**config.mk**
```make
export PLATFORM = sky130hd
export DESIGN_NAME = timer_periph
export DESIGN_NICKNAME = d
export VERILOG_FILES = /design/src/logic/timer_pkg.sv /design/src/logic/regfile_logic_if.sv /design/src/logic/regfile_dp.sv /design/src/logic/timer_engine.sv /design/src/logic/timer_periph.sv
export VERILOG_INCLUDE_DIRS = /design/src /design/src/logic
export SDC_FILE = /design/constraint.sdc
export NUM_CORES = 1
export LEC_CHECK = 0
export BUFFER_PORTS_ARGS = -buffer_cell sky130_fd_sc_hd__buf_2
export CORE_MARGIN = 3
export CORE_UTILIZATION = 64
export CTS_BUF_LIST = sky130_fd_sc_hd__clkbuf_2
export DETAILED_ROUTE_END_ITERATION = 7
export PLACE_DENSITY = 0.83
export SLEW_MARGIN = 25
export SYNTH_ARGS = -nofsm -noshare
export SYNTH_HDL_FRONTEND = slang
export SYNTH_SLANG_ARGS = --single-unit
```
**constraint.sdc**
```tcl
create_clock -name clk_i -period 2.9 [get_ports clk_i]
set_input_delay 0.29 -clock clk_i [delete_from_list [all_inputs] [get_ports clk_i]]
set_output_delay 0.29 -clock clk_i [all_outputs]
set_load 0.05 [all_outputs]
```
**src/logic/timer_macros.svh**
```systemverilog
`ifndef TIMER_MACROS_SVH
`define TIMER_MACROS_SVH

// register file geometry
`define TIMER_N_REGS 4
`define TIMER_REG_W 32 // also the cpu bus data width
`define TIMER_ADDR_W 4 // byte address
`define TIMER_IDX_W 2

// word indices of the register map
`define TIMER_CTRL_IDX 0
`define TIMER_PERIOD_IDX 1
`define TIMER_COUNT_IDX 2
`define TIMER_EVENTS_IDX 3

// cpu may write indices 0..this and the logic port the rest
`define TIMER_CPU_WR_LAST 1

`endif

```
**src/logic/timer_pkg.sv**
```systemverilog
`include "timer_macros.svh"

package timer_pkg;

   // word index into the register file
   typedef logic [`TIMER_IDX_W-1:0] reg_idx_t;

   // field view of the CTRL word
   typedef struct packed {
      logic [`TIMER_REG_W-3:0] reserved; // reads back as written
      logic                    clear;    // bit 1
      logic                    enable;   // bit 0
   } ctrl_fields_t;

   // CTRL as stored (raw) or as decoded by the timer (fields)
   typedef union packed {
      logic [`TIMER_REG_W-1:0] raw;
      ctrl_fields_t            fields;
   } ctrl_reg_u;

endpackage

```
**src/logic/regfile_logic_if.sv**
```systemverilog
`timescale 1ns/1ns
`include "timer_macros.svh"

// logic side port of the register file
// one access per cycle with no handshake
interface regfile_logic_if
   import timer_pkg::*;
   ();

   reg_idx_t                addr;
   logic                    wen;   // write lands at next edge
   logic [`TIMER_REG_W-1:0] wdata;
   logic [`TIMER_REG_W-1:0] rdata; // combinational from addr

   modport engine (
      output addr,
      output wen,
      output wdata,
      input  rdata
   );

   modport regfile (
      input  addr,
      input  wen,
      input  wdata,
      output rdata
   );

endinterface

```
**src/logic/regfile_dp.sv**
```systemverilog
`timescale 1ns/1ns
`include "timer_macros.svh"

// dual port register file
// registered read response on the cpu bus
// combinational read and next edge write on the logic side
module regfile_dp
   import timer_pkg::*;
   (
   input  logic                     clk_i,
   input  logic                     rst_n_i,

   // cpu bus
   input  logic                     cpu_avalid_i,
   input  logic [`TIMER_ADDR_W-1:0] cpu_addr_i,
   input  logic                     cpu_wen_i,
   input  logic [`TIMER_REG_W-1:0]  cpu_wdata_i,
   output logic                     cpu_rvalid_o,
   output logic [`TIMER_REG_W-1:0]  cpu_rdata_o,

   // timer engine side
   regfile_logic_if.regfile         logic_if
);

   localparam reg_idx_t cpu_wr_last = reg_idx_t'(`TIMER_CPU_WR_LAST);

   // register storage
   logic [`TIMER_REG_W-1:0] regs      [`TIMER_N_REGS];
   logic [`TIMER_REG_W-1:0] reg_wdata [`TIMER_N_REGS];
   logic [`TIMER_N_REGS-1:0] reg_wen;

   reg_idx_t cpu_idx;
   logic     cpu_aligned;
   logic     cpu_wr_ok;
   logic     cpu_rd_req;
   logic     logic_wr_ok;

   // byte address to word index
   assign cpu_idx     = cpu_addr_i[`TIMER_ADDR_W-1:2];
   assign cpu_aligned = (cpu_addr_i[1:0] == 2'b00);

   // cpu owns the low words and the logic port the high ones
   assign cpu_wr_ok   = cpu_avalid_i & cpu_wen_i & cpu_aligned & (cpu_idx <= cpu_wr_last);
   assign logic_wr_ok = logic_if.wen & (logic_if.addr > cpu_wr_last);

   assign cpu_rd_req  = cpu_avalid_i & ~cpu_wen_i;

   // per word write select
   always_comb begin
      for (int k = 0; k < `TIMER_N_REGS; k++) begin
         reg_wen[k]   = 1'b0;
         reg_wdata[k] = cpu_wdata_i;
         if (cpu_wr_ok && (cpu_idx == reg_idx_t'(k))) begin
            reg_wen[k] = 1'b1;
         end else if (logic_wr_ok && (logic_if.addr == reg_idx_t'(k))) begin
            reg_wen[k]   = 1'b1;
            reg_wdata[k] = logic_if.wdata;
         end
      end
   end

   // index ranges are disjoint so the two ports never collide
   always_ff @(posedge clk_i or negedge rst_n_i) begin
      if (!rst_n_i) begin
         for (int k = 0; k < `TIMER_N_REGS; k++) begin
            regs[k] <= '0;
         end
      end else begin
         for (int k = 0; k < `TIMER_N_REGS; k++) begin
            if (reg_wen[k]) begin
               regs[k] <= reg_wdata[k];
            end
         end
      end
   end

   // read response one cycle after the request
   always_ff @(posedge clk_i or negedge rst_n_i) begin
      if (!rst_n_i) begin
         cpu_rvalid_o <= 1'b0;
      end else begin
         cpu_rvalid_o <= cpu_rd_req;
      end
   end

   // rdata holds until the next read
   always_ff @(posedge clk_i or negedge rst_n_i) begin
      if (!rst_n_i) begin
         cpu_rdata_o <= '0;
      end else if (cpu_rd_req) begin
         cpu_rdata_o <= regs[cpu_idx]; // low address bits ignored on reads
      end
   end

   // logic port read, same cycle
   assign logic_if.rdata = regs[logic_if.addr];

endmodule

```
**src/logic/timer_engine.sv**
```systemverilog
`timescale 1ns/1ns
`include "timer_macros.svh"

// interval timer engine
// round robin over the logic port with one access per cycle
//   phase 0 read CTRL, 1 read PERIOD, 2 write COUNT, 3 write EVENTS
module timer_engine
   import timer_pkg::*;
   (
   input  logic           clk_i,
   input  logic           rst_n_i,
   regfile_logic_if.engine logic_if
);

   localparam logic [1:0] ph_rd_ctrl   = 2'd0;
   localparam logic [1:0] ph_rd_period = 2'd1;
   localparam logic [1:0] ph_wr_count  = 2'd2;

   logic [1:0] phase_q;

   // configuration captured at the start of each round
   ctrl_reg_u               ctrl_q;
   logic [`TIMER_REG_W-1:0] period_q;

   // running state
   logic [`TIMER_REG_W-1:0] count_q;
   logic [`TIMER_REG_W-1:0] events_q;
   logic [`TIMER_REG_W-1:0] count_nxt;
   logic [`TIMER_REG_W-1:0] events_nxt;

   // free running phase sequencer
   always_ff @(posedge clk_i or negedge rst_n_i) begin
      if (!rst_n_i) begin
         phase_q <= ph_rd_ctrl;
      end else begin
         phase_q <= phase_q + 2'd1; // wraps back to ph_rd_ctrl
      end
   end

   // snapshot of CTRL and PERIOD
   always_ff @(posedge clk_i or negedge rst_n_i) begin
      if (!rst_n_i) begin
         ctrl_q.raw <= '0;
         period_q   <= '0;
      end else begin
         if (phase_q == ph_rd_ctrl) begin
            ctrl_q.raw <= logic_if.rdata;
         end
         if (phase_q == ph_rd_period) begin
            period_q <= logic_if.rdata;
         end
      end
   end

   // counter rule
   always_comb begin
      count_nxt  = count_q;
      events_nxt = events_q;
      if (ctrl_q.fields.clear) begin
         count_nxt  = '0;
         events_nxt = '0;
      end else if (ctrl_q.fields.enable) begin
         if (count_q == period_q) begin
            count_nxt  = '0;
            events_nxt = events_q + 1; // wraps at full width
         end else begin
            count_nxt = count_q + 1;
         end
      end
   end

   // state advances once per round
   always_ff @(posedge clk_i or negedge rst_n_i) begin
      if (!rst_n_i) begin
         count_q  <= '0;
         events_q <= '0;
      end else if (phase_q == ph_wr_count) begin
         count_q  <= count_nxt;
         events_q <= events_nxt;
      end
   end

   // port drive per phase
   always_comb begin
      logic_if.wen   = 1'b0;
      logic_if.wdata = count_nxt;
      case (phase_q)
         ph_rd_ctrl: begin
            logic_if.addr = reg_idx_t'(`TIMER_CTRL_IDX);
         end
         ph_rd_period: begin
            logic_if.addr = reg_idx_t'(`TIMER_PERIOD_IDX);
         end
         ph_wr_count: begin
            logic_if.addr = reg_idx_t'(`TIMER_COUNT_IDX);
            logic_if.wen  = 1'b1; // new count, same cycle as the update
         end
         default: begin
            logic_if.addr  = reg_idx_t'(`TIMER_EVENTS_IDX);
            logic_if.wen   = 1'b1;
            logic_if.wdata = events_q; // already updated one cycle earlier
         end
      endcase
   end

endmodule

```
**src/logic/timer_periph.sv**
```systemverilog
`timescale 1ns/1ns
`include "timer_macros.svh"

// interval timer peripheral top
// cpu bus into the register file and the timer engine on the second port
module timer_periph (
   input  logic                     clk_i,
   input  logic                     rst_n_i,

   // cpu native bus which is always ready
   input  logic                     cpu_avalid_i,
   input  logic [`TIMER_ADDR_W-1:0] cpu_addr_i,
   input  logic                     cpu_wen_i,
   input  logic [`TIMER_REG_W-1:0]  cpu_wdata_i,
   output logic                     cpu_rvalid_o,
   output logic [`TIMER_REG_W-1:0]  cpu_rdata_o
);

   // engine to register file
   regfile_logic_if logic_bus ();

   regfile_dp i_regfile_dp (
      .clk_i        (clk_i),
      .rst_n_i      (rst_n_i),
      .cpu_avalid_i (cpu_avalid_i),
      .cpu_addr_i   (cpu_addr_i),
      .cpu_wen_i    (cpu_wen_i),
      .cpu_wdata_i  (cpu_wdata_i),
      .cpu_rvalid_o (cpu_rvalid_o),
      .cpu_rdata_o  (cpu_rdata_o),
      .logic_if     (logic_bus.regfile)
   );

   timer_engine i_timer_engine (
      .clk_i    (clk_i),
      .rst_n_i  (rst_n_i),
      .logic_if (logic_bus.engine)
   );

endmodule

```
# Word-level counts from Yosys, hierarchy flattened
# Index checks and enable logic that the tools add are counted.
[totals]
register_bits = 261
latch_bits = 0
ramBits = 0
rom_bits = 0
input_bits = 40
out_inout_bits = 33
wordCells = 83
n_memories = 0
[op_classes]
addsub = 3
multipliers = 0
div_mod_pow = 0
magnitude_cmp = 4
eq_ne = 9
n_shift = 0
muxes = 31
bitwise = 8
reduce_logical = 17
[op_table]
columns = ["op", "count"]
rows = [
  ["$mux 32", 19],
  ["$bmux 32 s2", 2],
  ["$add 32x1->32 const B", 2],
  ["$eq 32x32->1", 1],
  ["$eq 2x2->1 const B", 5],
  ["$mux 1", 9],
  ["$logic_and 1x1->1", 8],
  ["$logic_not 2->1", 4],
  ["$eq 2x1->1 const B", 3],
  ["$ge 3x3->1 const B", 2],
  ["$not 2->3", 2],
  ["$pmux 2 s3", 1],
  ["$and 1x1->1", 5],
  ["$reduce_bool 2->1", 2],
  ["$reduce_and 3->1", 1],
  ["$reduce_or 3->1", 1],
  ["$add 2x1->2 const B", 1],
  ["$gt 2x1->1 const B", 1],
  ["$le 2x1->1 const B", 1],
  ["$reduce_or 2->1", 1],
  ["$not 1->1", 1],
]

# Longest topological paths before layout
# Gate-level depths: netlist of the first run.
[depth]
word_depth = 7
ltp_mapped = 10
depth_no_buf = 8

# By module
# From an unflattened synthesis of the first run, not the netlist that was laid out.
[hier_totals]
cells_unflattened = 1202
hier_area_um2 = 14124.8
[by_module_without_submodules]
columns = ["module", "instances", "cells_each", "area_each_um2", "seq_area_each_um2"]
rows = [
  ["regfile_dp", 1, 497, 7627.3, 4028.9],
  ["timer_engine", 1, 705, 6497.5, 2502.4],
]

# Least setup slack after synthesis of the first run
# No wires, ideal clock.
[synth_path]
path_kind = "register -> register"
from = "register i_timer_engine.count_q[20]"
to = "register i_timer_engine.events_q[30]"
setup_time_ns = 0.069
t_arrival_ns = 2.221
required_ns = 2.831
slack_ns = 0.610
path_stages_with_launch = 9
path_buffers = 2
synth_period_minus_slack_ns = 2.290
cell_sequence = "dfrtp_1 > buf_2 > xor2_1 > nor4_4 > nand4_4 > o31a_1 > buf_6 > or4_1 > nand3_1"
[synth_between]
elab_chain_cells = 3
[synth_rtl]
columns = ["item", "line_no", "text"]
rows = [
  ["start, declared", "timer_engine.sv:26", "logic [`TIMER_REG_W-1:0] count_q;"],
  ["start signal, assigned", "timer_engine.sv:78", "count_q <= count_nxt;"],
  ["$eq 32x32->1", "timer_engine.sv:63", "if (count_q == period_q) begin"],
  ["$reduce_bool 2->1 (no source line)", "-", ""],
  ["$reduce_and 3->1 (no source line)", "-", ""],
  ["end signal, assigned", "timer_engine.sv:79", "events_q <= events_nxt;"],
  ["end, declared", "timer_engine.sv:27", "logic [`TIMER_REG_W-1:0] events_q;"],
]
# No other way between the ends.
# A chain may end at the register's enable or synchronous reset.

# Worst setup path after layout of the first run
[layout_path]
from = "register i_timer_engine.count_q[19]"
to = "register i_regfile_dp.regs[60] in the netlist's numbering"
[layout_between]
elab_chain_cells = 7
word_cells_on_any_way = 8
classes_between = "add/sub: 1; eq/ne: 1; mux: 6"
[layout_rtl]
columns = ["item", "line_no", "text"]
rows = [
  ["$add 32x1->32 or $eq 32x32->1 (tied branches)", "timer_engine.sv:67, timer_engine.sv:63", ""],
  ["$mux 32 *", "timer_engine.sv:63", ""],
  ["$mux 32 *", "timer_engine.sv:62", "end else if (ctrl_q.fields.enable) begin"],
  ["$mux 32 *", "timer_engine.sv:59", "if (ctrl_q.fields.clear) begin"],
  ["$mux 32 *", "timer_engine.sv:87", "case (phase_q)"],
  ["$mux 32 *", "regfile_dp.sv:55", "end else if (logic_wr_ok && (logic_if.addr == reg_idx_t'(k))) begin"],
  ["$mux 32 *", "regfile_dp.sv:53", "if (cpu_wr_ok && (cpu_idx == reg_idx_t'(k))) begin"],
  ["end signal, assigned by index", "regfile_dp.sv:71", "regs[k] <= reg_wdata[k];"],
  ["end, declared", "regfile_dp.sv:28", "logic [`TIMER_REG_W-1:0] regs [`TIMER_N_REGS];"],
]
# Mark *: on every way between the ends. The rest lies on a longest branch, timed or not.

==> results of run 1 <==
[cell usage in the layout, fill, tap and decap left out, types with 32 or more instances in the layout]
cell | netlist | layout
mux2_2 | 39 | 39
a31oi_1 | 33 | 33
nand2_1 | 91 | 90
dlygate4sd3_1 | 0 | 35
clkbuf_2 | 0 | 97
o21ai_0 | 121 | 121
mux2i_1 | 39 | 39
nor2_1 | 89 | 87
buf_2 | 19 | 71
inv_1 | 47 | 47
mux4_2 | 32 | 32
a21oi_1 | 46 | 46
dfrtp_1 | 261 | 261
a41oi_1 | 58 | 58
xor2_1 | 37 | 37
or3_1 | 77 | 77
[logic make-up after synthesis]
group / after synthesis
AOI/OAI and AO/OA: 349
muxes: 110
DFF: 261
adders and majority gates: 8
buffers and inverters: 170
xor gates and xnor gates: 61
and+or+nand+nor: 428
[power by group through the flow]
| stage | combinational, mW | sequential (mW) | clock (mW) |
|---|---|---|---|
| floorplan | 1.02 | 4.73 | 0 |
| detailed placement | 1.84 | 4.50 | 0 |
| CTS | 1.90 | 4.43 | 2.90 |
| global route | 2.06 | 4.50 | 3.09 |
| global placement | 1.80 | 4.48 | 0 |
| finish | 1.91 | 4.45 | 2.88 |
[worst register-to-register path, stage by stage (launching register included)]
cell and delay [ns]:
dfrtp_1 0.45, xor2_1 0.22, nor4_2 0.44, nand4_4 0.29
o31ai_4 0.30, buf_4 0.37, or3_1 0.24, a31oi_1 0.12
[area by class of cell]
type | count | area (sq um)
antenna | 1 | 2.50
clock buffer | 97 | 485
clock inverter | 17 | 199
fill | 1460 | 5580
inverter | 48 | 180
multi-input combinational | 956 | 6920
sequential | 261 | 6530
tap | 275 | 344
timing repair buffer | 146 | 1110
[routing by layer]
layer  vias up  wire length, microns  global-route usage [%]
met3       122                  4250                    8.53
met1      6061                 15800                    46.7
met5         -                     0                       0
met2       784                 18500                    51.3
met4         0                  1130                    11.7
li1       5368                     -                       -
[per-stage QoR]
stage	hold slack (ns)	utilization, %
6_report	0.0890	73.9
5_1_grt	0.0576	73.9
4_1_cts	0.0437	73.9
3_3_place_gp	0.363	68.9
2_1_floorplan	-0.00559	-
3_5_place_dp	0.366	68.9
[worst max path at each step]
stage                                      startpoint                                       to  slack [ns]
2_1_floorplan  i_timer_engine.count_q[20]$_DFFE_PN0P_  i_timer_engine.events_q[30]$_DFFE_PN0P_        0.61
3_3_place_gp    i_timer_engine.count_q[0]$_DFFE_PN0P_        i_regfile_dp.regs[94]$_DFFE_PN0P_        0.33
3_5_place_dp   i_timer_engine.count_q[17]$_DFFE_PN0P_   i_timer_engine.count_q[31]$_DFFE_PN0P_        0.30
4_1_cts        i_timer_engine.count_q[19]$_DFFE_PN0P_   i_timer_engine.count_q[31]$_DFFE_PN0P_        0.26
5_1_grt         i_timer_engine.count_q[1]$_DFFE_PN0P_        i_regfile_dp.regs[94]$_DFFE_PN0P_        0.11
6_report       i_timer_engine.count_q[19]$_DFFE_PN0P_        i_regfile_dp.regs[60]$_DFFE_PN0P_        0.23
[flip-flops by register name (all words and copies together), names as in the netlist]
name and cells:
i_regfile_dp.cpu_rvalid_o 1, i_regfile_dp.cpu_rdata_o 32, i_timer_engine.ctrl_q 2, i_timer_engine.period_q 32, i_timer_engine.events_q 32, i_timer_engine.count_q 32
i_timer_engine.phase_q 2, i_regfile_dp.regs 128
[repair_timing]
item                                    in CTS  in global routing
endpoints found under the setup margin       0                  0
buffers inserted                             0                  0
hold buffers                                36                  0
hold endpoints to repair                   250                  0
==> reports/summary.txt, run 1 <==
post-layout power = 9.23 mW
# H-tree levels = 3
Final WS setup = 0.229 ns
initial antenna violation count = 1
Least-Margin Pin Slew = 0.886 ns
RSZ-0062 raised after global routing = false
fin cells = 1801
Post-Synth Simple-Gate Area = 16.7%
Final setup viols = 0
layout cells sized above 1 = 21.1%
first-pass iteration count of the detailed router = 6
setup TNS = 0 ns
Switch Pwr = 3.05 mW
vias per cell = 6.85
R2R Path Start = i_timer_engine.count_q[19]$_DFFE_PN0P_
Placed Cells incl. Taps = 1650
Peak supply drop = 0.229 mV
Rel. slew slack = 41.0%
Worst Path Required = 3.56 ns
worst path cell trace = xor2_1 -> nor4_2 -> nand4_4 -> o31ai_4 -> buf_4 -> or3_1 -> a31oi_1
dpl hpwl = 25200 microns
critical path type = reg2reg
MaxCap Viol Count = 0
chip height = 154 microns
vias in the first global route = 12.1k
Critical Path Sink Type = flop
Power Dens Cells = 585 nW/um^2
#FFs+latches synth = 261
Combinational Power Share = 20.7%
Initial DRC Count = 1326
Synthesized Nets = 1435
CTS Buf Count = 69
max-slew violations = 0
Yosys top cell area share = 46.4%
dpl cell area = 14700 sq um
R2R setup slack = 0.23 ns
CTS clk-pin slew, worst paths = 0.10 ns
synthesized area per cell = 10.2 sq um
Hold Violations, Final = 0
Final GP Congestion = 0.978
first-pass GRT wire length = 64200 microns
register area share after synthesis = 46.4%
DP Worst Slack = 0.304 ns
clock power share = 31.1%
fin crit period = 2.67 ns
final instance area = 15800 sq um
ranking of synthesized cells by area = dfrtp_1 (46%), mux4_2 (5.1%), o21ai_0 (4.3%)
global route overflow = 0
post-synthesis xor/xnor area fraction = 3.79%
Synth warnings = 0
WL per Instance = 22.0 microns
Area Growth Syn to Fin = 12.0%
status = completed
nets = 1530
number of flops mapped to enable cells by yosys = 0
Sink Count = 261
core area = 21400 sq um
largest net degree at the start of global routing = 97
Hold EP = i_regfile_dp.cpu_rvalid_o$_DFF_PN0_
WP data arrival = 3.33 ns
ys flop type = dfrtp_1
WHS Path Cells = 3
Pint = 6.19 mW
Yosys top cell by area = dfrtp_1
Rows = 53
Peak Freq = 374 MHz
Post-synth top cells = dfrtp_1 (261), o21ai_0 (121), clkbuf_1 (94), nand2_1 (91), nor2_1 (89)
CTS tree = yes
sequential power share = 48.2%
Mapped Area = 14100 sq um
die width = 154 microns
clk_skew = 0.0906 ns
Boundary Pins = 73
Hold WC Path Type = in2reg
final wirelength = 39700 microns
Sw Ratio = 33.0%
delay-heaviest family, CP = simple AND/OR/NAND/NOR gates
top-count cell post-synth = dfrtp_1
main combinational cell family by area after synthesis = simple AND/OR/NAND/NOR gates
Pleak = 7.15 nW
Initial Util = 66.0%
clock root buffer master = clkbuf_2
drt drc = 0
Worst Path Max Fanout = 31
Hold Crit Start = cpu_avalid_i
Tcrit/Tclk final = 92.1%
PortBufs = 72
Post-Synth Adder-Cell Area = 0.710%
Critical Path Max Stage Delay = 0.45 ns
Clk Latency, worst-skew pair = 0.90 ns
post-synthesis mux area share = 11.0%
Synth async-reset ratio = 100%
die area = 23800 sq um
Syn Inst Count = 1387
worst path bufs/invs = 1
post-synthesis cell type count = 64
largest buffer count on any clock path = 3
number of nets still failing antenna checks after routing = 0
reg2reg path depth = 7
post_cts resized = 0
Synth Area in Compound Gates = 16.6%
DR vias = 12.3k
stages on the worst setup path = 7
slowest stage cell, crit path = dfrtp_1
Worst setup SP type = flop
reg2reg end = i_regfile_dp.regs[60]$_DFFE_PN0P_
total track usage = 33.4%
No activity file was read; power rests on OpenSTA's default activity.
==> run 2, diff against run 1 <==
--- a/config.mk
+++ b/config.mk
@@ -7,7 +7,7 @@
 export NUM_CORES = 1
 export LEC_CHECK = 0
 export BUFFER_PORTS_ARGS = -buffer_cell sky130_fd_sc_hd__buf_2
-export CORE_MARGIN = 3
+export CORE_MARGIN = 10
 export CORE_UTILIZATION = 64
 export CTS_BUF_LIST = sky130_fd_sc_hd__clkbuf_2
 export DETAILED_ROUTE_END_ITERATION = 7
==> run 2 against run 1 <==
Register-to-register slack got worse by 0.06 ns. Clock power decreased by 12%. Fmax decreased by 2.1%. Clock skew decreased by 0.028 ns. Total power decreased by 3.5%. Combinational power about the same. Utilization decreased by 1.9 points. Largest power group unchanged. Non-clock buffer count decreased by 2. Count of clock-buffer cells in the layout increased by 6. Setup slack got worse by 0.058 ns. Critical path depth unchanged. Via count decreased by 0.83%.
==> reports/summary.txt, run 2 (synthesized netlist as in run 1, its figures left out) <==
die width = 168 microns (was 154 microns)
Tcrit/Tclk final = 94.1% (was 92.1%)
Worst setup SP type = flop (unchanged)
setup TNS = 0 ns (unchanged)
Rows = 54 (was 53)
reg2reg path depth = 7 (unchanged)
first-pass GRT wire length = 65400 microns (was 64200 microns)
vias per cell = 6.77 (was 6.85)
DR vias = 12.2k (was 12.3k)
max-slew violations = 0 (unchanged)
Pleak = 7.12 nW (was 7.15 nW)
initial antenna violation count = 2 (was 1)
PortBufs = 72 (unchanged)
Rel. slew slack = 37.1% (was 41.0%)
commonest non-fill, non-tap cells in the layout = dfrtp_1 (261), o21ai_0 (121), clkbuf_2 (103) (was dfrtp_1 (261), o21ai_0 (121), clkbuf_2 (97))
CTS clk-pin slew, worst paths = 0.10 ns (about the same)
critical path type = reg2reg (unchanged)
drt drc = 0 (unchanged)
total track usage = 28.2% (was 33.4%)
Sink Count = 261 (unchanged)
core area = 21800 sq um (was 21400 sq um)
largest net degree at the start of global routing = 86 (was 97)
CTS tree = yes (unchanged)
Clk Latency, worst-skew pair = 0.85 ns (was 0.90 ns)
R2R setup slack = 0.17 ns (was 0.23 ns)
RSZ-0062 raised after global routing = false (unchanged)
fin crit period = 2.73 ns (was 2.67 ns)
gr busiest metal = met2 (unchanged)
chip height = 168 microns (was 154 microns)
met3 usage = 7.17% (was 8.53%)
global route overflow = 0 (unchanged)
nets = 1529 (was 1530)
grt met2 use = 44.7% (was 51.3%)
commonest non-fill, non-tap cell in the layout = dfrtp_1 (unchanged)
Boundary Pins = 73 (unchanged)
dpl hpwl = 26100 microns (was 25200 microns)
clk_skew = 0.0629 ns (was 0.0906 ns)
max reg flops = 128 (unchanged)
Peak Freq = 366 MHz (was 374 MHz)
WL per Instance = 22.4 microns (was 22.0 microns)
Least-Margin Pin Slew = 0.943 ns (was 0.886 ns)
post-CTS setup buffer count = 0 (unchanged)
R2R Path Start = i_timer_engine.count_q[17]$_DFFE_PN0P_ (was i_timer_engine.count_q[19]$_DFFE_PN0P_)
CTS Buf Count = 70 (was 69)
Power Dens Cells = 569 nW/um^2 (was 585 nW/um^2)
largest buffer count on any clock path = 3 (unchanged)
die area = 28300 sq um (was 23800 sq um)
reg2reg end = i_timer_engine.count_q[31]$_DFFE_PN0P_ (was i_regfile_dp.regs[60]$_DFFE_PN0P_)
first-pass iteration count of the detailed router = 6 (unchanged)
Area Growth Syn to Fin = 11.2% (was 12.0%)
Worst Path Max Fanout = 31 (unchanged)
final instance area = 15700 sq um (was 15800 sq um)
post_cts resized = 0 (unchanged)
layout cells sized above 1 = 21.3% (was 21.1%)
dpl cell area = 14700 sq um (about the same)
Hold WC Path Type = in2async (was in2reg)
# H-tree levels = 3 (unchanged)
Critical Path Sink Type = flop (unchanged)
Worst Path Required = 3.59 ns (was 3.56 ns)
number of nets still failing antenna checks after routing = 0 (unchanged)
met1 usage = 37.1% (was 46.7%)
final wirelength = 40600 microns (was 39700 microns)
Initial Util = 64.8% (was 66.0%)
clock root buffer master = clkbuf_2 (unchanged)
Reg with most FFs = i_regfile_dp.regs (unchanged)
MaxCap Viol Count = 0 (unchanged)
Final setup viols = 0 (unchanged)
Final GP Congestion = 0.968 (was 0.978)
Initial DRC Count = 1316 (was 1326)
WP data arrival = 3.42 ns (was 3.33 ns)
status = completed (unchanged)
vias in the first global route = 12.2k (was 12.1k)
Peak supply drop = 0.224 mV (was 0.229 mV)
Hold Violations, Final = 0 (unchanged)
-- run 2: cell types whose count changed in the layout (fill, tap and decap cells not counted), sizes merged --
cell / change
clkbuf: +6
bufinv: -4
inv: +3
buf: -1
clkinv: -1
clkinvlp: -1
diode: +1
dlygate4sd3: -1
-- run 2: final cells by class --
class                           count  area, sq um
Antenna cell                        2         5.00
Timing Repair Buffer              144         1080
Multi-Input combinational cell    956         6920
Tap cell                          280          350
Clock buffer                      103          515
Fill cell                        1526         6090
Inverter                           48          180
Sequential cell                   261         6530
Clock inverter                     14         78.8
-- run 2: metal layers --
metal  up-vias  share of wire (%)
li1       5373                  -
met5         -                  0
met4         0                2.1
met2       761                 48
met1      6013                 39
met3        86                 11
-- run 2: report_power, final --
group | internal, mW | switching [mW] | total [mW]
Combinational | 0.767 | 1.15 | 1.92
Sequential | 4.09 | 0.361 | 4.45
Clock | 1.02 | 1.52 | 2.54
Total | 5.88 | 3.03 | 8.91
-- run 2: worst max path at each step --
stage,from,end,slack (ns),cells after the start
6_report,i_timer_engine.count_q[17]$_DFFE_PN0P_,i_timer_engine.count_q[31]$_DFFE_PN0P_,0.17,7
5_1_grt,i_timer_engine.count_q[12]$_DFFE_PN0P_,i_timer_engine.count_q[31]$_DFFE_PN0P_,0.11,7
4_1_cts,i_timer_engine.count_q[12]$_DFFE_PN0P_,i_timer_engine.count_q[31]$_DFFE_PN0P_,0.25,7
3_5_place_dp,i_timer_engine.count_q[12]$_DFFE_PN0P_,i_timer_engine.count_q[31]$_DFFE_PN0P_,0.27,7
3_3_place_gp,i_timer_engine.count_q[12]$_DFFE_PN0P_,i_timer_engine.count_q[31]$_DFFE_PN0P_,0.27,7
2_1_floorplan,i_timer_engine.count_q[20]$_DFFE_PN0P_,i_timer_engine.events_q[30]$_DFFE_PN0P_,0.61,8
-- run 2: timing repair --
item | in CTS | in global routing
hold endpoints to repair | 326 | 0
hold buffers | 34 | 0
endpoints found under the setup margin | 0 | 0
-- run 2: worst max-delay path, stage by stage, from the launching register on --
cell,delay (ns)
dfrtp_1,0.49
xor2_1,0.21
nor4_2,0.46
nand4_4,0.29
o31ai_4,0.33
buf_4,0.38
o21ai_0,0.15
a22o_1,0.28
-- run 2: per-stage QoR --
stage	setup slack, ns	hold WS [ns]	total power, mW	utilization (%)	instances
2_1_floorplan	0.610	-0.00559	5.75	-	1387
3_3_place_gp	0.268	0.321	6.29	67.7	1655
3_5_place_dp	0.268	0.317	6.35	67.7	1655
4_1_cts	0.249	0.0115	8.91	72.0	1806
5_1_grt	0.114	0.0342	9.32	72.0	1808
6_report	0.171	0.0156	8.91	72.0	1808
